`config.mk`:
```
export PLATFORM = sky130hd
export DESIGN_NAME = shader_writeback
export DESIGN_NICKNAME = d
export VERILOG_FILES = /design/src/shader_pkg.sv /design/src/shader_writeback.sv
export SDC_FILE = /design/constraint.sdc
export NUM_CORES = 1
export LEC_CHECK = 0
export BUFFER_PORTS_ARGS = -buffer_cell sky130_fd_sc_hd__clkbuf_2
export CAP_MARGIN = 20
export CORE_AREA = 2 2 155 157
export CTS_BUF_LIST = sky130_fd_sc_hd__clkbuf_16
export CTS_CLUSTER_DIAMETER = 100
export DETAILED_ROUTE_END_ITERATION = 10
export DIE_AREA = 0 0 157 159
export GPL_ROUTABILITY_DRIVEN = 0
export HOLD_SLACK_MARGIN = 0.12
export MAX_ROUTING_LAYER = met4
export PLACE_DENSITY_LB_ADDON = 0.1
export SLEW_MARGIN = 20
export SYNTH_ARGS = -nofsm -noshare
export SYNTH_HDL_FRONTEND = slang
export SYNTH_SLANG_ARGS = --single-unit
```
`constraint.sdc`:
```
create_clock -name clk -period 4.1 [get_ports clk]
set_clock_uncertainty 0.15 [all_clocks]
set_input_delay 0.82 -clock clk [delete_from_list [all_inputs] [get_ports clk]]
set_output_delay 0.82 -clock clk [all_outputs]
set_load 0.02 [all_outputs]
```
`src/shader_pkg.sv`:
```
package shader_pkg;

	////////////////////////////////////////
	// Sizes
	////////////////////////////////////////

	localparam int SHADER_LANES = 4;
	localparam int NUM_GROUPS   = 4;
	localparam int NUM_VGPRS    = 8;
	localparam int NUM_SGPRS    = 8;
	localparam int SFU_CREDITS  = 1;

	typedef logic [31:0]              word;
	typedef logic [1:0]               group_id;
	typedef logic [2:0]               reg_num;
	typedef logic [SHADER_LANES-1:0]  lane_mask;
	typedef logic [15:0]              pc_t;
	typedef logic signed [7:0]        pc_offset;

	typedef enum logic [2:0] {
		OP_ADD,
		OP_SUB,
		OP_AND,
		OP_MUL,
		OP_BRANCH,
		OP_SETMASK,
		OP_ISQRT
	} shader_op;

	typedef enum logic [1:0] {
		SET_SGPR,
		SET_MASK,
		SET_PC
	} setup_kind;

	////////////////////////////////////////
	// Pipe and port payloads
	////////////////////////////////////////

	typedef struct packed {
		logic                    valid;
		shader_op                op;
		group_id                 group;
		reg_num                  dest;
		logic                    scalar;
		logic                    writeback;
		word [SHADER_LANES-1:0]  a;
		word [SHADER_LANES-1:0]  b;
		pc_offset                offset;
	} dispatch_t;

	// A result always moves the pc, either by pc_add or by one when pc_inc is set.
	typedef struct packed {
		logic                    valid;
		group_id                 group;
		reg_num                  dest;
		logic                    scalar;
		logic                    writeback;
		word [SHADER_LANES-1:0]  lanes;
		lane_mask                mask;
		logic                    mask_update;
		pc_offset                pc_add;
		logic                    pc_inc;
		logic                    pc_update;
	} result_t;

	typedef struct packed {
		logic       valid;
		setup_kind  kind;
		group_id    group;
		reg_num     reg_id;
		word        value;
	} setup_t;

	typedef struct packed {
		logic     valid;
		group_id  group;
		pc_t      pc;
	} loop_t;

endpackage

```
`src/shader_writeback.sv`:
```
`timescale 1ns/1ps

module shader_writeback
import shader_pkg::*;
(
	input  logic                    clk,
	input  logic                    rst_n,

	input  result_t                 wb,

	input  setup_t                  setup,
	output logic                    setup_done,

	output loop_t                   loop,

	input  pc_t                     cur_pc,
	input  lane_mask                cur_mask,

	output logic                    vgpr_we,
	output logic                    sgpr_we,
	output logic                    pc_we,
	output logic                    mask_we,
	output group_id                 wr_group,
	output reg_num                  wr_reg,
	output word [SHADER_LANES-1:0]  wr_lanes,
	output lane_mask                wr_lane_mask,
	output pc_t                     wr_pc,
	output lane_mask                wr_mask
);

	logic     setup_apply;
	logic     setup_seen;
	logic     loop_valid;
	group_id  loop_group;
	pc_t      loop_pc;
	pc_t      pc_step;

	// Setup only gets the register file when no result is being written.
	assign setup_apply = setup.valid & ~setup_seen & ~wb.valid;
	assign pc_step = wb.pc_inc ? 16'd1 : {{8{wb.pc_add[7]}}, wb.pc_add};

	always_comb begin
		vgpr_we = 1'b0;
		sgpr_we = 1'b0;
		pc_we = 1'b0;
		mask_we = 1'b0;
		wr_group = setup.group;
		wr_reg = setup.reg_id;
		wr_lanes = wb.lanes;
		wr_lane_mask = cur_mask;
		wr_pc = cur_pc + pc_step;
		wr_mask = wb.mask;

		if (wb.valid) begin
			wr_group = wb.group;
			wr_reg = wb.dest;
			vgpr_we = wb.writeback & ~wb.scalar;
			sgpr_we = wb.writeback & wb.scalar;
			mask_we = wb.mask_update;
			pc_we = wb.pc_update | wb.pc_inc;
		end else if (setup_apply) begin
			wr_lanes[0] = setup.value;
			wr_pc = setup.value[15:0];
			wr_mask = setup.value[SHADER_LANES-1:0];
			case (setup.kind)
				SET_SGPR: sgpr_we = 1'b1;
				SET_MASK: mask_we = 1'b1;
				SET_PC:   pc_we = 1'b1;
				default: ;
			endcase
		end
	end

	always_ff @(posedge clk or negedge rst_n)
		if (~rst_n) begin
			loop_valid <= 1'b0;
			setup_done <= 1'b0;
			setup_seen <= 1'b0;
		end else begin
			loop_valid <= wb.valid | (setup_apply & (setup.kind == SET_PC));
			setup_done <= setup_apply;
			// A held request is applied once and rearms when the host drops it.
			if (setup_apply)
				setup_seen <= 1'b1;
			else if (~setup.valid)
				setup_seen <= 1'b0;
		end

	always_ff @(posedge clk) begin
		loop_group <= wr_group;
		loop_pc <= wr_pc;
	end

	always_comb begin
		loop.valid = loop_valid;
		loop.group = loop_group;
		loop.pc = loop_pc;
	end

endmodule

```
# Yosys cells after proc, flatten, opt, wreduce, memory -nomap -nowiden
# Index checks and enable logic that the tools add are counted.
dict set report word_totals {
  elab_cells 41
  out_inout_bits 181
  ramBits 0
  latch_bits 0
  reg_bits 21
  mem_bits_ro 0
  memories 0
}
dict set report op_classes {
  n_eq_ne 3
  order_cmp 0
  muxes 21
  multipliers 0
  div 0
  shifts 0
  bitwise_logic 10
  addsub 1
  reduce_logical 1
}
# cell count
set op_table {}
lappend op_table {{$mux 32} 2}
lappend op_table {{$mux 16} 3}
lappend op_table {{$add 16x16->16} 1}
lappend op_table {{$mux 1} 12}
lappend op_table {{$mux 4} 2}
lappend op_table {{$and 1x1->1} 5}
lappend op_table {{$mux 3} 1}
lappend op_table {{$not 1->1} 3}
lappend op_table {{$eq 2x1->1 const B} 1}
lappend op_table {{$eq 2x2->1 const B} 1}
lappend op_table {{$logic_not 2->1} 1}
lappend op_table {{$mux 2} 1}
lappend op_table {{$ne 2x1->1 const B} 1}
lappend op_table {{$or 1x1->1} 2}

# Depth between registers and ports, before layout
# Gate-level depths: netlist of the first run.
dict set report depth {
  word_depth 5
  depth_mapped 9
  mapped_depth_nobuf 9
}

# Worst setup path after synthesis of the first run
# OpenSTA, ideal clock, no wires.
dict set report synth_path {
  path_type {input to output}
  from {input port wb[1] in the netlist's numbering}
  to {output port wr_pc[8]}
  t_arrival_ns 3.476
  setup_slack_ns -0.346
  t_required_ns 3.130
  stages 9
  path_cell_list {or2_2 -> ha_1 -> fa_1 -> a21o_1 -> and3_1 -> o21a_1 -> or4_1 -> and3b_1 -> o31ai_1}
}
dict set report synth_via {
  elab_chain_len 4
}
# element line_no
set synth_rtl {}
lappend synth_rtl {{start, declared} shader_writeback.sv:9} ;# input result_t wb,
lappend synth_rtl {{$mux 16 (*)} shader_writeback.sv:40} ;# assign pc_step = wb.pc_inc ? 16'd1 : {{8{wb.pc_add[7]}}, wb.pc_add};
lappend synth_rtl {{$add 16x16->16 (*)} shader_writeback.sv:51} ;# wr_pc = cur_pc + pc_step;
lappend synth_rtl {{$mux 16} shader_writeback.sv:61} ;# end else if (setup_apply) begin
lappend synth_rtl {{$mux 16 (*)} shader_writeback.sv:54} ;# if (wb.valid) begin
lappend synth_rtl {{end, declared} shader_writeback.sv:27} ;# output pc_t wr_pc,
# Every way passes the cells marked *; elsewhere a longest branch is shown, timed or not.

# Final worst setup path of the first run
# Ends and elaborated chain as after synthesis.

==> qor.yml, run 1 <==
routing:
  wirelength_mm: 10.3
  drtPass1Iterations: 4
  drc: 0
  drt-initial-drc-count: 75
  post_drt_wl_per_cell_um: 12.9
  ant_nets: 0
  vias: 2634
  viasPerCell: 3.30
power:
  ir_worst_vdd_uv: 87.6
  switchingPower_w: 0.000372
  netSwitchingFraction_pct: 40.0
  powerDensity_nw_per_um2: 261
  seqPwrFrac_pct: 25.6
  cellLeakagePower_nw: 1.89
  clkPwrFrac_pct: 24.0
  combPwrFrac_pct: 50.5
  p_int_w: 0.000558
  p_total_w: 0.000930
global_route:
  grt_pass1_wl_mm: 14.6
  antenna_found_initial: 1
  grt_max_degree: 45
  grt.overflow.total: 0
  track_usage_pct: 7.89
  grt_pass1_vias: 2605
finish:
  drive_gt1_share_pct: 53.5
  mostFrequentLayoutCell: "clkbuf_2"
  area_delta_synth_final_pct: 42.1
  most-common-layout-cells: "clkbuf_2, nand2_1, buf_4, dfxtp_1, nor2_1"
  nNetsFinal: 699
worst_setup_path:
  crit_slowest_cell: "or4_4"
  path_buf_inv: 2
  critPathRequiredTime_ns: 3.13
  worstPathMaxFanout: 4
  cp_top_family: "simple AND/OR/NAND/NOR gates"
  cpPeakStageDelay_ns: 0.42
  setup.worst_path.class: "in2out"
  cp.arrival_ns: 3.36
  cp_cell_sequence: "buf_8 -> or2_4 -> ha_4 -> fa_2 -> a21o_1 -> and3_4 -> o21a_4 -> or4_4 -> and3b_2 -> o31ai_4 -> clkbuf_8"
  worstSetupStartpointType: "input pin"
  critPathCaptureType: "output port"
floorplan:
  die_area_um2: 25000
  placementRows: 56
  die_h_um: 159
  initial_core_util_pct: 10.8
  die_w_um: 157
  core_um2: 23200
  num_io_pins: 394
timing:
  fin_crit_ns: 4.33
  tightest_slew_ns: 0.501
  tns_ns: -0.743
  hold_viol: 0
  fmax_mhz: 231
  finalMaxSlewViolations: 0
  timing.final.crit_share_pct: 106
  worst_slack_ns: -0.235
  rsz0062_at_grt: "yes"
  setup_viol: 4
  maxSlewHeadroom_pct: 66.5
clock_network:
  clk_latency_ns: 0.26
  htree_levels: 1
  cts.sinks: 21
  cts_root_buf: "clkbuf_16"
  numCtsBuffers: 3
  path_clk_slew_ns: 0.06
  cts_tree: "done"
  cts.path.max_buffers: 2
job:
  drv_cap: 0
yosys:
  yosysSeqAreaShare_pct: 17.4
  yosysWarningCount: 0
  synth_area_um2: 2500
  syn_nets: 584
  synth_seq_cells: 21
  syn_area_per_cell_um2: 6.90
  syn_inst: 363
  synth_cell_types: 40
outcome:
  status: "finished with violations"
  violations: "setup timing"
placement:
  hpwl_mm: 8.75
  io_buffers: 193
worst_hold_path:
  hold_path_class: "in2async"
[layer usage]
metal | vias to the layer above | wire [µm] | track usage, %
li1 | 1317 | - | -
met1 | 1140 | 3660 | 7.30
met2 | 149 | 5330 | 15.0
met3 | 28 | 1130 | 2.34
met4 | 0 | 185 | 3.04
met5 | - | 0 | -
[Yosys cell counts]
| master | instances | area share, % |
|---|---|---|
| a211oi_1 | 2 | 0.60 |
| a21boi_0 | 2 | 0.60 |
| a21o_1 | 2 | 0.60 |
| a21oi_1 | 2 | 0.40 |
| a221o_1 | 1 | 0.40 |
| a222oi_1 | 1 | 0.40 |
| a32o_1 | 1 | 0.40 |
| and2_4 | 1 | 0.35 |
| and3_1 | 2 | 0.50 |
| and3b_1 | 1 | 0.35 |
| buf_4 | 101 | 30 |
| clkbuf_1 | 13 | 1.9 |
| dfrtp_1 | 3 | 3.0 |
| dfxtp_1 | 18 | 14 |
| fa_1 | 1 | 0.80 |
| ha_1 | 7 | 3.5 |
| inv_1 | 3 | 0.45 |
| mux2_2 | 5 | 2.2 |
| mux2i_1 | 5 | 2.0 |
| nand2_1 | 116 | 17 |
| nand2b_1 | 2 | 0.50 |
| nand3_1 | 5 | 1.0 |
| nand3b_1 | 1 | 0.30 |
| nand4_1 | 1 | 0.25 |
| nor2_1 | 8 | 1.2 |
| nor2b_1 | 7 | 1.7 |
| nor3_1 | 5 | 1.0 |
| nor4b_1 | 1 | 0.35 |
| o211ai_1 | 1 | 0.30 |
| o21a_1 | 6 | 1.8 |
| o21ai_0 | 11 | 2.2 |
| o22a_1 | 1 | 0.35 |
| o31ai_1 | 5 | 1.5 |
| or2_2 | 2 | 0.50 |
| or3_1 | 4 | 1.0 |
| or3_2 | 1 | 0.30 |
| or4_1 | 3 | 0.90 |
| or4b_2 | 1 | 0.40 |
| xnor2_1 | 8 | 2.8 |
| xor2_1 | 3 | 1.0 |
[repair_timing]
| action | in CTS | in global routing |
|---|---|---|
| gates cloned | 0 | 0 |
| hold buffers | 0 | 0 |
| setup endpoints to repair | 9 | 9 |
| pin swaps | 10 | 14 |
| buffers inserted | 3 | 2 |
| gates resized for setup | 25 | 14 |
[through the flow]
step / worst slack [ns] / cells / utilization, % / cell area (µm²) / hold WS, ns
3_5_place_dp: -0.387 / 788 / 14.2 / 3290 / 0.376
2_1_floorplan: 0.0303 / 363 / - / 2530 / 0.354
3_3_place_gp: -0.374 / 788 / 14.2 / 3290 / 0.374
6_report: -0.235 / 797 / 15.3 / 3560 / 0.202
4_1_cts: -0.268 / 794 / 15.1 / 3500 / 0.198
5_1_grt: -0.331 / 797 / 15.3 / 3560 / 0.196
[flip-flops by register name, summed over array words and instances, names as in the netlist]
name and cells:
loop_pc 16, loop_group 2, loop_valid 1, setup_done 1
setup_seen 1
[logic make-up after synthesis]
family / Yosys count / share of synthesized area (%)
simple gates: 161 / 28.0
buf+inv: 117 / 32.7
compound gates: 35 / 9.54
flops: 21 / 17.4
xor+xnor: 11 / 3.85
mux: 10 / 4.25
fa+ha+maj: 8 / 4.30
[worst paths after layout]
path | start | endpoint | slack [ns] | cells after the start
worst max-delay path | wb[1] | wr_pc[8] | -0.23 | 11
worst min-delay path | rst_n | setup_done | 0.20 | 1
worst max register to register | setup_seen | loop_pc[14] | 2.29 | 7
worst min register to register | setup_seen | setup_seen | 0.38 | 2
max in group asynchronous | rst_n | setup_seen | 3.48 | 1
min in group clk | setup_seen | setup_seen | 0.38 | 2
[power groups by stage]
stage / logic [W] / registers [W] / clock network, W
6_report: 0.000469 / 0.000238 / 0.000223
5_1_grt: 0.000513 / 0.000241 / 0.000247
4_1_cts: 0.000471 / 0.000238 / 0.000241
3_5_place_dp: 0.000447 / 0.000243 / 0
3_3_place_gp: 0.000453 / 0.000243 / 0
2_1_floorplan: 0.000346 / 0.000276 / 0
[area by class of cell]
type	count	area, µm²
antenna	1	2.50
tap	319	399
clock buffer	3	75.1
clock inverter	1	3.75
timing repair buffer	224	1250
sequential	21	435
fill	2699	19600
multi-input combinational	225	1390
inverter	3	11.3
No activity file was read; power rests on OpenSTA's default activity.
==> run 2, diff against run 1 <==
==> constraint.sdc (replaced) <==
create_clock -name clk -period 4.1 [get_ports clk]
set_clock_uncertainty 0.15 [all_clocks]
set_input_delay 0.41 -clock clk [delete_from_list [all_inputs] [get_ports clk]]
set_output_delay 0.41 -clock clk [all_outputs]
set_load 0.02 [all_outputs]
==> run 2 against run 1 <==
Compared with the run above: the flow now finishes without violations; worst setup slack improved by 0.54 ns; global-route usage decreased by 0.23 points; sequential cell count unchanged; power decreased by 6.9%; highest routed layer unchanged; critical path type unchanged; wire length decreased by 3.3%; first-iteration DRC count decreased by 21%; core utilization decreased by 1.6 points; clock power decreased by 2%; hold slack improved by 0.038 ns; register-to-register slack got worse by 0.12 ns.
==> qor.yml, run 2 (same netlist as run 1, synthesis figures left out) <==
finish:
  nNetsFinal: 673  # -3.7%
  area_delta_synth_final_pct: 27.3
  mostFrequentLayoutCell: "clkbuf_2"
  most-common-layout-cells: "clkbuf_2, nand2_1, dfxtp_1, o21ai_0"
  top_register: "loop_pc"
  largest_reg_flops: 16  # unchanged
  finalInstanceArea_um2: 3190  # -10%
  num-fill-cells: 2731  # +1.2%
  final_util_pct: 13.8  # -1.6 points
  largest_registers: "loop_pc x16, loop_group x2"
  drive_gt1_share_pct: 47.0  # -6.5 points
routing:
  post_drt_wl_per_cell_um: 12.9  # about the same
  ant_nets: 0  # unchanged
  wirelength_mm: 9.97  # -3.3%
  drc: 0  # unchanged
  viasPerCell: 3.37  # +1.9%
  drtPass1Iterations: 4  # unchanged
  vias: 2596  # -1.4%
  drt-initial-drc-count: 59  # -21%
clock_network:
  post_cts_buffers: 0  # -3
  numCtsBuffers: 3  # unchanged
  cts_root_buf: "clkbuf_16"
  cts.sinks: 21  # unchanged
  cts.path.max_buffers: 2  # unchanged
  htree_levels: 1  # unchanged
  cts_tree: "done"
  path_clk_slew_ns: 0.06  # about the same
  clk_latency_ns: 0.26  # about the same
power:
  p_int_w: 0.000515  # -7.8%
  combPwrFrac_pct: 47.3  # -3.2 points
  cellLeakagePower_nw: 1.72  # -9.0%
  clkPwrFrac_pct: 25.3  # +1.3 points
  switchingPower_w: 0.000351  # -5.6%
  seqPwrFrac_pct: 27.5  # +1.9 points
  ir_worst_vdd_uv: 104  # +18%
  netSwitchingFraction_pct: 40.6  # +0.57 points
  powerDensity_nw_per_um2: 271  # +3.9%
placement:
  hpwl_mm: 8.52  # -2.7%
  dpl_cell_area_um2: 3090  # -6.1%
  io_buffers: 193  # unchanged
  pre_cts_ws_ns: 0.174  # +0.562 ns
worst_setup_path:
  cpPeakStageDelay_ns: 0.45  # +0.03 ns
  cp.arrival_ns: 3.24  # -0.12 ns
  worstRegToRegCells: 6  # -1
  path_buf_inv: 2  # unchanged
  path_common_cell: "clkbuf_2"
  cp_cell_sequence: "clkbuf_2 -> or2_2 -> ha_1 -> fa_1 -> a21o_1 -> and3_1 -> o21a_1 -> or4_1 -> and3b_1 -> o31ai_2 -> clkbuf_2"
  worstPathMaxFanout: 6  # +2
  setup.worst_path.class: "in2out"
  crit_slowest_cell: "or4_1"
  cp_top_family: "simple AND/OR/NAND/NOR gates"
  critPathCaptureType: "output port"
  critPathRequiredTime_ns: 3.54  # +0.41 ns
  worstSetupStartpointType: "input pin"
  critical_path_cell_count: 11  # unchanged
outcome:
  status: "complete, no violations"
floorplan:
  core_um2: 23200  # unchanged
  placementRows: 56  # unchanged
  die_h_um: 159  # unchanged
  initial_core_util_pct: 10.8  # unchanged
  die_w_um: 157  # unchanged
  num_io_pins: 394  # unchanged
  die_area_um2: 25000  # unchanged
global_route:
  grt_pass1_wl_mm: 14.2  # -2.7%
  antenna_found_initial: 1  # unchanged
  track_usage_pct: 7.66  # -0.23 points
  grt_pass1_vias: 2547  # -2.2%
  grt_max_degree: 45  # unchanged
  grt.overflow.total: 0  # unchanged
timing:
  tns_ns: 0  # +0.743 ns
  hold_viol: 0  # unchanged
  maxSlewHeadroom_pct: 61.1  # -5.4 points
  timing.final.crit_share_pct: 92.7  # -13 points
  finalMaxSlewViolations: 0  # unchanged
  hold_slack_ns: 0.240  # +0.0376 ns
  worst_slack_ns: 0.301  # +0.536 ns
  rsz0062_at_grt: "no"
  tightest_slew_ns: 0.583  # +0.0814 ns
  setup_viol: 0  # -4
  fmax_mhz: 263  # +14%
  fin_crit_ns: 3.80  # -0.536 ns
worst_hold_path:
  hold_path_class: "in2reg"
  whs_path_depth: 2
job:
  drv_cap: 0  # unchanged
## run 2: cell type report
class,count,area [µm²],share of cell area (%)
timing repair buffer,198,1010,31.5
clock buffer,3,75.1,2.35
tap,319,399,12.5
clock inverter,1,3.75,0.118
sequential,21,435,13.7
antenna,1,2.50,0.0785
inverter,3,11.3,0.353
multi-input combinational,225,1260,39.4
## run 2: final timing paths
kind,slack (ns),startpoint,end
min in group asynchronous,0.35,rst_n,setup_done
setup reg to reg,2.17,setup_seen,loop_pc[6]
max in group asynchronous,3.34,rst_n,loop_valid
hold / removal,0.24,setup[39],setup_seen
hold reg to reg,0.39,setup_seen,setup_seen
setup / recovery,0.30,wb[1],wr_pc[8]
## run 2: per-stage QoR
step / power [W] / instances
after detailed placement: 0.000661 / 765
after global placement: 0.000666 / 765
final: 0.000866 / 771
after CTS: 0.000897 / 770
after floorplan: 0.000617 / 363
after global routing: 0.000938 / 771
## run 2: power by group through the flow
stage	sequential (W)	combinational [W]	clock, W
floorplan	0.000276	0.000342	0
global placement	0.000242	0.000423	0
detailed placement	0.000243	0.000418	0
CTS	0.000238	0.000420	0.000239
global route	0.000240	0.000452	0.000246
finish	0.000238	0.000409	0.000219
## run 2: per-layer routing
metal	track usage [%]	routed length [µm]	share of wire, %
met5	-	0	0
met4	2.75	197	2.0
met3	3.16	1230	12
met2	13.8	4900	49
met1	7.22	3650	37
## run 2: worst reg2reg max path: cells and delay by family (launching register included)
family | cells | cell delay, ns
DFF | 1 | 0.36
and+or+nand+nor | 2 | 0.25
AOI/OAI and AO/OA | 1 | 0.14
buffers and inverters | 3 | 0.88
## run 2: repair_timing
item | in CTS | in global routing
endpoints found under the setup margin | 0 | 1
endpoints found under the hold margin | 3 | 0
hold buffers | 1 | 0
gates resized for setup | 0 | 1
