## src/shader_pkg.sv

```systemverilog
package shader_pkg;

	////////////////////////////////////////
	// Sizes
	////////////////////////////////////////

	localparam int SHADER_LANES = 4;
	localparam int NUM_GROUPS   = 4;
	localparam int NUM_VGPRS    = 8;
	localparam int NUM_SGPRS    = 8;
	localparam int SFU_CREDITS  = 1;

	typedef logic [31:0]              word;
	typedef logic [1:0]               group_id;
	typedef logic [2:0]               reg_num;
	typedef logic [SHADER_LANES-1:0]  lane_mask;
	typedef logic [15:0]              pc_t;
	typedef logic signed [7:0]        pc_offset;

	typedef enum logic [2:0] {
		OP_ADD,
		OP_SUB,
		OP_AND,
		OP_MUL,
		OP_BRANCH,
		OP_SETMASK,
		OP_ISQRT
	} shader_op;

	typedef enum logic [1:0] {
		SET_SGPR,
		SET_MASK,
		SET_PC
	} setup_kind;

	////////////////////////////////////////
	// Pipe and port payloads
	////////////////////////////////////////

	typedef struct packed {
		logic                    valid;
		shader_op                op;
		group_id                 group;
		reg_num                  dest;
		logic                    scalar;
		logic                    writeback;
		word [SHADER_LANES-1:0]  a;
		word [SHADER_LANES-1:0]  b;
		pc_offset                offset;
	} dispatch_t;

	// A result always moves the pc, either by pc_add or by one when pc_inc is set.
	typedef struct packed {
		logic                    valid;
		group_id                 group;
		reg_num                  dest;
		logic                    scalar;
		logic                    writeback;
		word [SHADER_LANES-1:0]  lanes;
		lane_mask                mask;
		logic                    mask_update;
		pc_offset                pc_add;
		logic                    pc_inc;
		logic                    pc_update;
	} result_t;

	typedef struct packed {
		logic       valid;
		setup_kind  kind;
		group_id    group;
		reg_num     reg_id;
		word        value;
	} setup_t;

	typedef struct packed {
		logic     valid;
		group_id  group;
		pc_t      pc;
	} loop_t;

endpackage

```

## src/shader_sfu.sv

```systemverilog
`timescale 1ns/1ps

module shader_sfu
import shader_pkg::*;
(
	input  logic      clk,
	input  logic      rst_n,
	input  dispatch_t dispatch,
	output result_t   res,
	input  logic      ready,
	output logic      credit
);

	typedef enum logic [1:0] {IDLE, ITER, HOLD} sfu_state;

	sfu_state                       state;
	dispatch_t                      held;
	logic [3:0]                     count;
	logic                           start;
	logic [SHADER_LANES-1:0][31:0]  rad;
	logic [SHADER_LANES-1:0][17:0]  rem;
	logic [SHADER_LANES-1:0][15:0]  root;
	logic [SHADER_LANES-1:0][19:0]  shifted;
	logic [SHADER_LANES-1:0][19:0]  diff;

	assign start = dispatch.valid & (dispatch.op == OP_ISQRT) & (state == IDLE);
	assign credit = (state == HOLD) & ready;

	// One result bit per cycle: bring down two radicand bits and try root*4+1.
	always_comb
		for (int i = 0; i < SHADER_LANES; i++) begin
			shifted[i] = {rem[i], rad[i][31:30]};
			diff[i] = shifted[i] - {2'b00, root[i], 2'b01};
		end

	always_ff @(posedge clk or negedge rst_n)
		if (~rst_n)
			state <= IDLE;
		else
			case (state)
				IDLE: if (start) state <= ITER;
				ITER: if (count == 4'd15) state <= HOLD;
				HOLD: if (ready) state <= IDLE;
				default: state <= IDLE;
			endcase

	always_ff @(posedge clk)
		if (start) begin
			held <= dispatch;
			count <= '0;
			rad <= dispatch.a;
			rem <= '0;
			root <= '0;
		end else if (state == ITER) begin
			count <= count + 4'd1;
			for (int i = 0; i < SHADER_LANES; i++) begin
				rad[i] <= rad[i] << 2;
				if (~diff[i][19]) begin
					rem[i] <= diff[i][17:0];
					root[i] <= {root[i][14:0], 1'b1};
				end else begin
					rem[i] <= shifted[i][17:0];
					root[i] <= {root[i][14:0], 1'b0};
				end
			end
		end

	always_comb begin
		res = '0;
		res.valid = state == HOLD;
		res.group = held.group;
		res.dest = held.dest;
		res.scalar = held.scalar;
		res.writeback = held.writeback;
		res.pc_inc = 1'b1;
		for (int i = 0; i < SHADER_LANES; i++)
			res.lanes[i] = {16'd0, root[i]};
	end

endmodule

```

## config.mk

```make
export PLATFORM = sky130hd
export DESIGN_NAME = shader_sfu
export DESIGN_NICKNAME = d
export VERILOG_FILES = /design/src/shader_pkg.sv /design/src/shader_sfu.sv
export SDC_FILE = /design/constraint.sdc
export NUM_CORES = 1
export LEC_CHECK = 0
export CORE_MARGIN = 2
export CORE_UTILIZATION = 30
export DETAILED_ROUTE_END_ITERATION = 10
export DONT_BUFFER_PORTS = 1
export GPL_ROUTABILITY_DRIVEN = 1
export MAX_ROUTING_LAYER = met4
export SLEW_MARGIN = 20
export SYNTH_ARGS = -nofsm -noshare
export SYNTH_HDL_FRONTEND = slang
export SYNTH_SLANG_ARGS = --single-unit
```

## constraint.sdc

```tcl
create_clock -name clk -period 5.49 [get_ports clk]
set_clock_uncertainty 0.1 [all_clocks]
set_input_delay 0.2745 -clock clk [delete_from_list [all_inputs] [get_ports clk]]
set_output_delay 0.2745 -clock clk [all_outputs]
set_load 0.01 [all_outputs]
```

* After elaboration in Yosys (flattened, before gate mapping)
Cells that the tools add are included.
** Storage, ports and cells
- Register bits :: 277
- Word-level logic and storage cells :: 50
- Output and inout port bits :: 152
- Input bits :: 278
** Cells by class
- Eq/ne operators :: 7
- Reductions and logical operators :: 3
- Add/sub/neg operators :: 5
- Muxes and demuxes :: 14
- Bitwise gates (word level) :: 3
** Operators by type and width (number)
- $mux 128 :: 2
- $sub 20x18->20 :: 4
- $mux 18 :: 4
- $mux 2 :: 3
- $pmux 2 s3 :: 1
- $add 4x1->4 const B :: 1
- $eq 4x4->1 const B :: 1
- $mux 1 :: 4
- $ne 2x2->1 const B :: 2
- $and 1x1->1 :: 3
- $eq 3x3->1 const B :: 1
- $reduce_and 3->1 :: 1
- $eq 2x1->1 const B :: 1
- $eq 2x2->1 const B :: 1
- $logic_not 2->1 :: 1
- $ne 2x1->1 const B :: 1
- $reduce_bool 2->1 :: 1

* Depth between registers and ports, before layout
Gate-level depths: netlist of run 1.
- Depth after elaboration :: 5
- Depth in mapped cells :: 11
- Gate-level depth less buffers :: 9

* Worst setup path after synthesis of run 1
No wires, ideal clock.
- Path type :: register to register
- Start point :: register state[0]
- End point :: register rem[53] in the netlist's numbering
- Period minus slack after synthesis :: 4.391 ns
- Data arrival time :: 4.174 ns
- Path slack :: 1.099 ns
- Required time :: 5.273 ns
- Buffers on the path :: 0
- Library setup time :: 0.117 ns
- Stages on the path, launching flop included :: 8
- Cells stage by stage :: dfrtp_1 -> nor4b_1 -> nand3_1 -> inv_2 -> nor2_1 -> inv_1 -> o211ai_1 -> o22a_1
** On the way
- Cells in the longest elaborated chain, start to end :: 2
- Elaborated cells between the ends (all ways) :: 3
- Classes of those cells :: eq/ne (1); bitwise (1); reduce/logical (1)
** RTL lines
- from (decl) :: RTL line shader_sfu.sv:16 : sfu_state state;
- from (signal assigned) :: RTL line shader_sfu.sv:38 : state <= IDLE;
- from (signal assigned) :: RTL line shader_sfu.sv:41 : IDLE: if (start) state <= ITER;
- from (signal assigned) :: RTL line shader_sfu.sv:42 : ITER: if (count == 4'd15) state <= HOLD;
- $logic_not 2->1 :: RTL line shader_sfu.sv:26 : assign start = dispatch.valid & (dispatch.op == OP_ISQRT) & (state == IDLE);
- $and 1x1->1 :: RTL line shader_sfu.sv:26
- to (signal, indexed assignment) :: RTL line shader_sfu.sv:59 : rem[i] <= diff[i][17:0];
- to (signal, indexed assignment) :: RTL line shader_sfu.sv:62 : rem[i] <= shifted[i][17:0];
- to (decl) :: RTL line shader_sfu.sv:21 : logic [SHADER_LANES-1:0][17:0] rem;
Several ways; a longest one is shown, not always the timed one.
A chain may end at the register's enable or synchronous reset.

* Worst setup path in the final report of run 1
- Start point :: register root (netlist bit res[61])
- End point :: register rem[28] in the netlist's numbering
** On the way
- Cells in the longest elaborated chain, start to end :: 2
** RTL lines
- from (decl) :: RTL line shader_sfu.sv:22 : logic [SHADER_LANES-1:0][15:0] root;
- from (signal, indexed assignment) :: RTL line shader_sfu.sv:60 : root[i] <= {root[i][14:0], 1'b1};
- from (signal, indexed assignment) :: RTL line shader_sfu.sv:63 : root[i] <= {root[i][14:0], 1'b0};
- $sub 20x18->20 :: RTL line shader_sfu.sv:33 : diff[i] = shifted[i] - {2'b00, root[i], 2'b01};
- $mux 18 :: RTL line shader_sfu.sv:58 : if (~diff[i][19]) begin
No other way between the ends.

==> results of run 1 <==
## power groups by stage
stage                     Sequential (µW)  Combinational (µW)  Clock (µW)
after floorplan                      4000                5760           0
after global placement               4170                6800           0
after detailed placement             4200                6950           0
after CTS                            4170                7070        2370
after global routing                 4280                8000        2450
final                                4150                7050        2290
## final timing paths
check / to / slack, ps / cells after the start
min in group asynchronous: state[1]$_DFFE_PN0P_ / 400 / 2
setup / recovery: rem[28]$_SDFFE_PP0P_ / 2100 / 10
hold reg to reg: rem[36]$_SDFFE_PP0P_ / 370 / 2
hold / removal: count[2]$_SDFFE_PP0P_ / 140 / 3
setup reg to reg: rem[28]$_SDFFE_PP0P_ / 2100 / 10
max in group asynchronous: state[0]$_DFFE_PN0P_ / 4760 / 2
## state kept, by name (all words and copies together), names as in the netlist
| register | cells |
|---|---|
| state | 2 |
| rem | 72 |
| count | 4 |
| rad | 128 |
| res | 71 |
## per-stage QoR
stage	instance area, µm²	util
2_1_floorplan	15500	-
3_3_place_gp	15500	0.311
3_5_place_dp	15500	0.311
4_1_cts	18100	0.361
5_1_grt	18100	0.361
6_report	18100	0.361
## synth_stat cells, drive strengths merged (2+ instances only)
cell / number / area, µm²
nor3: 14 / 75.1
o21a: 9 / 67.6
nand2: 462 / 1730
and2: 14 / 90.1
a41o: 2 / 20.0
xor2: 30 / 263
o2111ai: 7 / 61.3
a221oi: 3 / 26.3
o21ai: 165 / 841
a211o: 6 / 52.6
nand4: 4 / 25.0
o211a: 3 / 30.0
nand4b: 2 / 17.5
o2111a: 2 / 22.5
nand2b: 11 / 68.8
mux2i: 58 / 581
inv: 90 / 338
and3b: 2 / 18.8
edfxtp: 135 / 4050
nor2: 45 / 169
conb: 2 / 7.51
nor2b: 7 / 43.8
ha: 69 / 863
buf: 93 / 702
a22o: 4 / 35.0
o211ai: 26 / 195
dfrtp: 2 / 50.1
xnor2: 34 / 298
a21o: 24 / 180
o22ai: 2 / 12.5
dfxtp: 140 / 2800
a31oi: 6 / 37.5
a21oi: 55 / 275
o21bai: 4 / 30.0
and3: 5 / 31.3
clkbuf: 66 / 248
nand3b: 5 / 37.5
a211oi: 15 / 128
nand3: 92 / 460
a2bb2oi: 8 / 70.1
## placed cells by master (no fill, tap or decap), types with 8 or more instances in the layout
| master | count |
|---|---|
| inv_1 | 88 |
| dfxtp_1 | 140 |
| xnor2_1 | 34 |
| nor2_1 | 44 |
| edfxtp_1 | 135 |
| o211ai_1 | 26 |
| o21ai_1 | 27 |
| o21ai_0 | 134 |
| mux2i_1 | 58 |
| and2_1 | 13 |
| a2bb2oi_1 | 8 |
| conb_1 | 79 |
| nand3_1 | 91 |
| a21o_1 | 24 |
| nand2_1 | 462 |
| dlygate4sd3_1 | 138 |
| nor3_1 | 13 |
| ha_1 | 69 |
| a211oi_1 | 11 |
| buf_4 | 9 |
| clkbuf_16 | 36 |
| nand2b_1 | 10 |
| o21a_1 | 9 |
| a21oi_1 | 55 |
| xor2_1 | 30 |
## routing by layer
layer  track usage  vias up  wire [µm]
met5             -        -          0
met4        0.0438        0        800
met3        0.0327       54       2180
met2         0.246      312      18400
met1         0.185     5744      17600
li1              -     6027          -
## logic make-up after synthesis
group	Yosys count	share of synthesized area
simple gates	669	0.185
compound gates	350	0.143
flops	277	0.455
other cells	2	0.000494
fa+ha+maj	69	0.0568
mux	58	0.0382
buf+inv	249	0.0848
xor+xnor	64	0.0369
## area by class of cell
class	instances	area (µm²)
Sequential cell	277	6910
Clock inverter	14	136
Clock buffer	47	1000
Fill cell	5117	32000
Multi-Input combinational cell	1289	7330
Timing Repair Buffer	150	1510
Inverter	90	345
Tap cell	672	841
## worst register-to-register path, stage by stage (launching register included)
cell and delay (ps):
dfxtp_1 510, inv_1 110, ha_1 360, a21o_1 210, a211o_1 290, a41o_1 220, and2_4 160, a211oi_2 540
buf_4 390, nand2_1 190, o21ai_0 230
==> flow_metrics.env, run 1 <==
export IMPL_status="completed"
export IMPL_maxCapViolCount=0
export IMPL_crit_chain="inv_1, ha_1, a21o_1, a211o_1, a41o_1, and2_4, a211oi_2, buf_4, nand2_1, o21ai_0"
export IMPL_grt_pass1_wl_um=62700
export IMPL_slew_headroom=0.327
export IMPL_hold_path_class="input port to flop"
export IMPL_startpoint_type="flop"
export IMPL_initial_utilization=0.303
export IMPL_period_minus_slack_ps=3390
export IMPL_rsz0062_at_grt="false"
export IMPL_pwr_share_seq=0.308
export IMPL_netlist_instances=1738
export IMPL_drt_iter0_markers=630
export IMPL_ir_worst_vdd_v=0.000296
export IMPL_p_int_uw=7740
export IMPL_wire_per_inst_um=15.3
export IMPL_r2r_start="res[61]$_SDFFE_PP0P_"
export IMPL_portBuffers=0
export IMPL_crit_path_end_kind="flop"
export IMPL_wl_um=38900
export IMPL_clk_pin_slew_ps=60
export IMPL_fmax_mhz=295
export IMPL_num_rows=82
export IMPL_via_per_inst=4.78
export IMPL_die_h_um=229
export IMPL_die_area_um2=52400
export IMPL_gp_congestion=0.865
export IMPL_drtAntennaViolNets=0
export IMPL_period_share=0.617
export IMPL_setup_tns_ps=0
export IMPL_pre_cts_ws_ps=2110
export IMPL_power_density_nw_per_um2=746
export IMPL_die_w_um=229
export IMPL_cts_root_buf="clkbuf_16"
export IMPL_hpwl_um=25500
export IMPL_p_clk_frac=0.170
export IMPL_drive_gt1_frac=0.0466
export IMPL_cts_buffer_depth=3
export IMPL_antenna_cells=0
export IMPL_finalPower_uw=13500
export IMPL_slew_violations=0
export IMPL_antenna_found_initial=1
export IMPL_synth_edf_count=135
export IMPL_grt_max_degree=201
export IMPL_cts_tree="done"
export IMPL_synth_area_per_cell_um2=8.74
export IMPL_fin_ws_ps=2100
export IMPL_grt_pass1_vias=12167
export IMPL_switching_share=0.426
export IMPL_ios=430
export IMPL_synthArstFlopShare=0.00722
export IMPL_synthFlopType="dfxtp_1"
export IMPL_tightest_slew_ps=1010
export IMPL_grt_overflow_total=0
export IMPL_cpPeakStageDelay_ps=540
export IMPL_drc=0
export IMPL_postCtsSetupBuffers=0
export IMPL_track_usage=0.150
export IMPL_critPathTopFamily="compound AO/OA/AOI/OAI gates"
export IMPL_numCtsBuffers=35
export IMPL_final_hold_viol_count=0
export IMPL_syn_cell_area_um2=15200
export IMPL_setup_viol=0
export IMPL_yosys_warnings=0
export IMPL_layoutNonFillerInstCount=2539
export IMPL_p_leak_uw=0.00763
export IMPL_synth_cell_types=66
export IMPL_drt_pass1_iter_count=5
export IMPL_crit_fanout=16
export IMPL_power_switching_uw=5750
export IMPL_ys_seq_area_frac=0.455
export IMPL_startpoint="res[61]$_SDFFE_PP0P_"
export IMPL_clock_sinks=277
export IMPL_worstPathArrival_ps=3750
export IMPL_cts_htree_levels=2
export IMPL_timing_hold_ws_ps=140
export IMPL_cts_resized=0
export IMPL_setup_worst_path_class="flop to flop"
export IMPL_area_growth_syn_to_layout_pct=18.9
export IMPL_cp_num_buf_inv=2
export IMPL_cts_hold_buf=138
export IMPL_place_inst=2340
export IMPL_worstHoldStart="dispatch[273]"
export IMPL_crit_required_ps=5860
export IMPL_core_area_um2=50100
export IMPL_synth_seq_cells=277
export IMPL_clkLatencyLatePin_ps=540
export IMPL_combPwrFrac=0.523
export IMPL_num_vias=12137
export IMPL_layout_nets=2190
export IMPL_crit_path_top_delay_cell="a211oi_2"
(Power assumes the default switching activity.)
==> run 2: changes to the inputs <==
==> constraint.sdc (replaced) <==
create_clock -name clk -period 3.5 [get_ports clk]
set_clock_uncertainty 0.1 [all_clocks]
set_input_delay 0.175 -clock clk [delete_from_list [all_inputs] [get_ports clk]]
set_output_delay 0.175 -clock clk [all_outputs]
set_load 0.01 [all_outputs]
==> flow_metrics.env, run 2 (synthesized netlist as in run 1, its figures left out) <==
export IMPL_final_hold_viol_count=0
export IMPL_setup_worst_path_class="flop to flop"
export IMPL_finalPower_uw=21400
export IMPL_die_w_um=229
export IMPL_slew_violations=0
export IMPL_ios=430
export IMPL_holdPathStages=4
export IMPL_wl_um=39200
export IMPL_layoutNonFillerInstCount=2551
export IMPL_num_rows=82
export IMPL_holdPathEnd="count[3]$_SDFFE_PP0P_"
export IMPL_p_leak_uw=0.00770
export IMPL_drt_pass1_iter_count=5
export IMPL_drive_gt1_frac=0.0543
export IMPL_initial_utilization=0.303
export IMPL_crit_path_end_kind="flop"
export IMPL_portBuffers=0
export IMPL_max_flop_register="rad"
export IMPL_power_density_nw_per_um2=1180
export IMPL_clock_sinks=277
export IMPL_wire_per_inst_um=15.4
export IMPL_die_h_um=229
export IMPL_startpoint_type="flop"
export IMPL_gp_congestion=0.868
export IMPL_cts_root_buf="clkbuf_16"
export IMPL_fin_area_um2=18200
export IMPL_r2r_end="rem[8]$_SDFFE_PP0P_"
export IMPL_drt_iter0_markers=760
export IMPL_crit_fanout=7
export IMPL_hold_path_class="input port to flop"
export IMPL_fin_ws_ps=446
export IMPL_setup_tns_ps=0
export IMPL_maxCapViolCount=0
export IMPL_largest_reg_flops=128
export IMPL_cts_resized=0
export IMPL_antenna_found_initial=0
export IMPL_hpwl_um=26300
export IMPL_track_usage=0.152
export IMPL_fmax_mhz=327
export IMPL_drc=0
export IMPL_cts_tree="done"
export IMPL_layout_common_cells="462 x nand2_1, 140 x dfxtp_1, 138 x dlygate4sd3_1"
export IMPL_via_per_inst=4.78
export IMPL_final_common_cell="nand2_1"
export IMPL_crit_required_ps=3810
export IMPL_grt_pass1_vias=12124
export IMPL_rr_worst_depth=10
export IMPL_drtAntennaViolNets=0
export IMPL_status="completed"
export IMPL_grt_max_degree=201
export IMPL_period_minus_slack_ps=3050
export IMPL_grt_overflow_total=0
export IMPL_slew_headroom=0.353
export IMPL_postPlaceCellArea_um2=15700
export IMPL_antenna_cells=0
export IMPL_postCtsSetupBuffers=0
export IMPL_num_vias=12203
export IMPL_ir_worst_vdd_v=0.000416
export IMPL_clkLatencyLatePin_ps=550
export IMPL_die_area_um2=52400
export IMPL_area_growth_syn_to_layout_pct=19.9
export IMPL_tightest_slew_ps=971
export IMPL_core_area_um2=50100
export IMPL_r2r_slack_ps=450
export IMPL_place_inst=2352
export IMPL_numCtsBuffers=35
export IMPL_rsz0062_at_grt="false"
export IMPL_worstHoldStart="dispatch[273]"
export IMPL_clk_pin_slew_ps=60
export IMPL_grt_pass1_wl_um=63000
export IMPL_pre_cts_ws_ps=475
export IMPL_cts_buffer_depth=3
export IMPL_layout_nets=2202
export IMPL_worstPathArrival_ps=3360
export IMPL_setup_viol=0
export IMPL_r2r_start="res[15]$_SDFFE_PP0P_"
export IMPL_period_share=0.873
export IMPL_cts_htree_levels=2
-- run 2: cell types whose count changed in the layout (fill, tap and decap cells not counted), moves of 2 or more --
| cell | change |
|---|---|
| buf_12 | +4 |
| buf_4 | +8 |
| clkbuf_1 | -3 |
| clkbuf_8 | -3 |
| clkinv_4 | +2 |
| clkinvlp_4 | +3 |
| inv_6 | +2 |
-- run 2: how the worst max path moves through the flow --
| stage | from | to | slack, ps | cells after the start |
|---|---|---|---|---|
| 2_1_floorplan | state[0]$_DFFE_PN0P_ | rad[0]$_SDFFCE_PN0P_ | 9 | 4 |
| 3_3_place_gp | res[15]$_SDFFE_PP0P_ | rem[6]$_SDFFE_PP0P_ | 500 | 10 |
| 3_5_place_dp | res[15]$_SDFFE_PP0P_ | rem[6]$_SDFFE_PP0P_ | 470 | 10 |
| 4_1_cts | res[15]$_SDFFE_PP0P_ | rem[6]$_SDFFE_PP0P_ | 450 | 10 |
| 5_1_grt | res[15]$_SDFFE_PP0P_ | rem[6]$_SDFFE_PP0P_ | 240 | 10 |
| 6_report | res[15]$_SDFFE_PP0P_ | rem[8]$_SDFFE_PP0P_ | 450 | 10 |
-- run 2: critical path, cell delays in order (launching register included) --
cell      delay [ps]
dfxtp_1          420
inv_1            120
ha_1             370
o211ai_1         110
o21ai_2          310
o211ai_1         220
a21o_1           250
a211oi_4         430
buf_4            260
mux2i_1          220
o21ai_0           90
-- run 2: power by group --
part / internal, µW / total, µW / switching, µW
Sequential: 5410 / 6490 / 1080
Clock: 2090 / 3600 / 1520
Combinational: 4780 / 11300 / 6540
-- run 2: cell type report --
class                           count  area (µm²)
Inverter                           90         344
Tap cell                          672         841
Clock inverter                     21         219
Fill cell                        5046       31900
Timing Repair Buffer              162        1650
Clock buffer                       40         925
Multi-Input combinational cell   1289        7330
Sequential cell                   277        6910
-- run 2: metal layers --
metal,vias up,wire (µm),global-route usage,part of all wire
met2,336,18800,0.251,0.48
li1,6069,-,-,-
met5,-,0,-,0
met3,64,2480,0.0340,0.063
met1,5734,16900,0.184,0.43
met4,0,1040,0.0499,0.027
-- run 2: repair_timing --
item	CTS	global route
hold endpoints to repair	138	0
hold buffers	138	0
endpoints found under the setup margin	0	0
-- run 2: metrics by stage --
step | hold WS [ps] | util
detailed placement | -221 | 0.313
global placement | -221 | 0.313
finish | 84.6 | 0.364
CTS | 66.4 | 0.364
global route | 82.6 | 0.364
floorplan | -221 | -
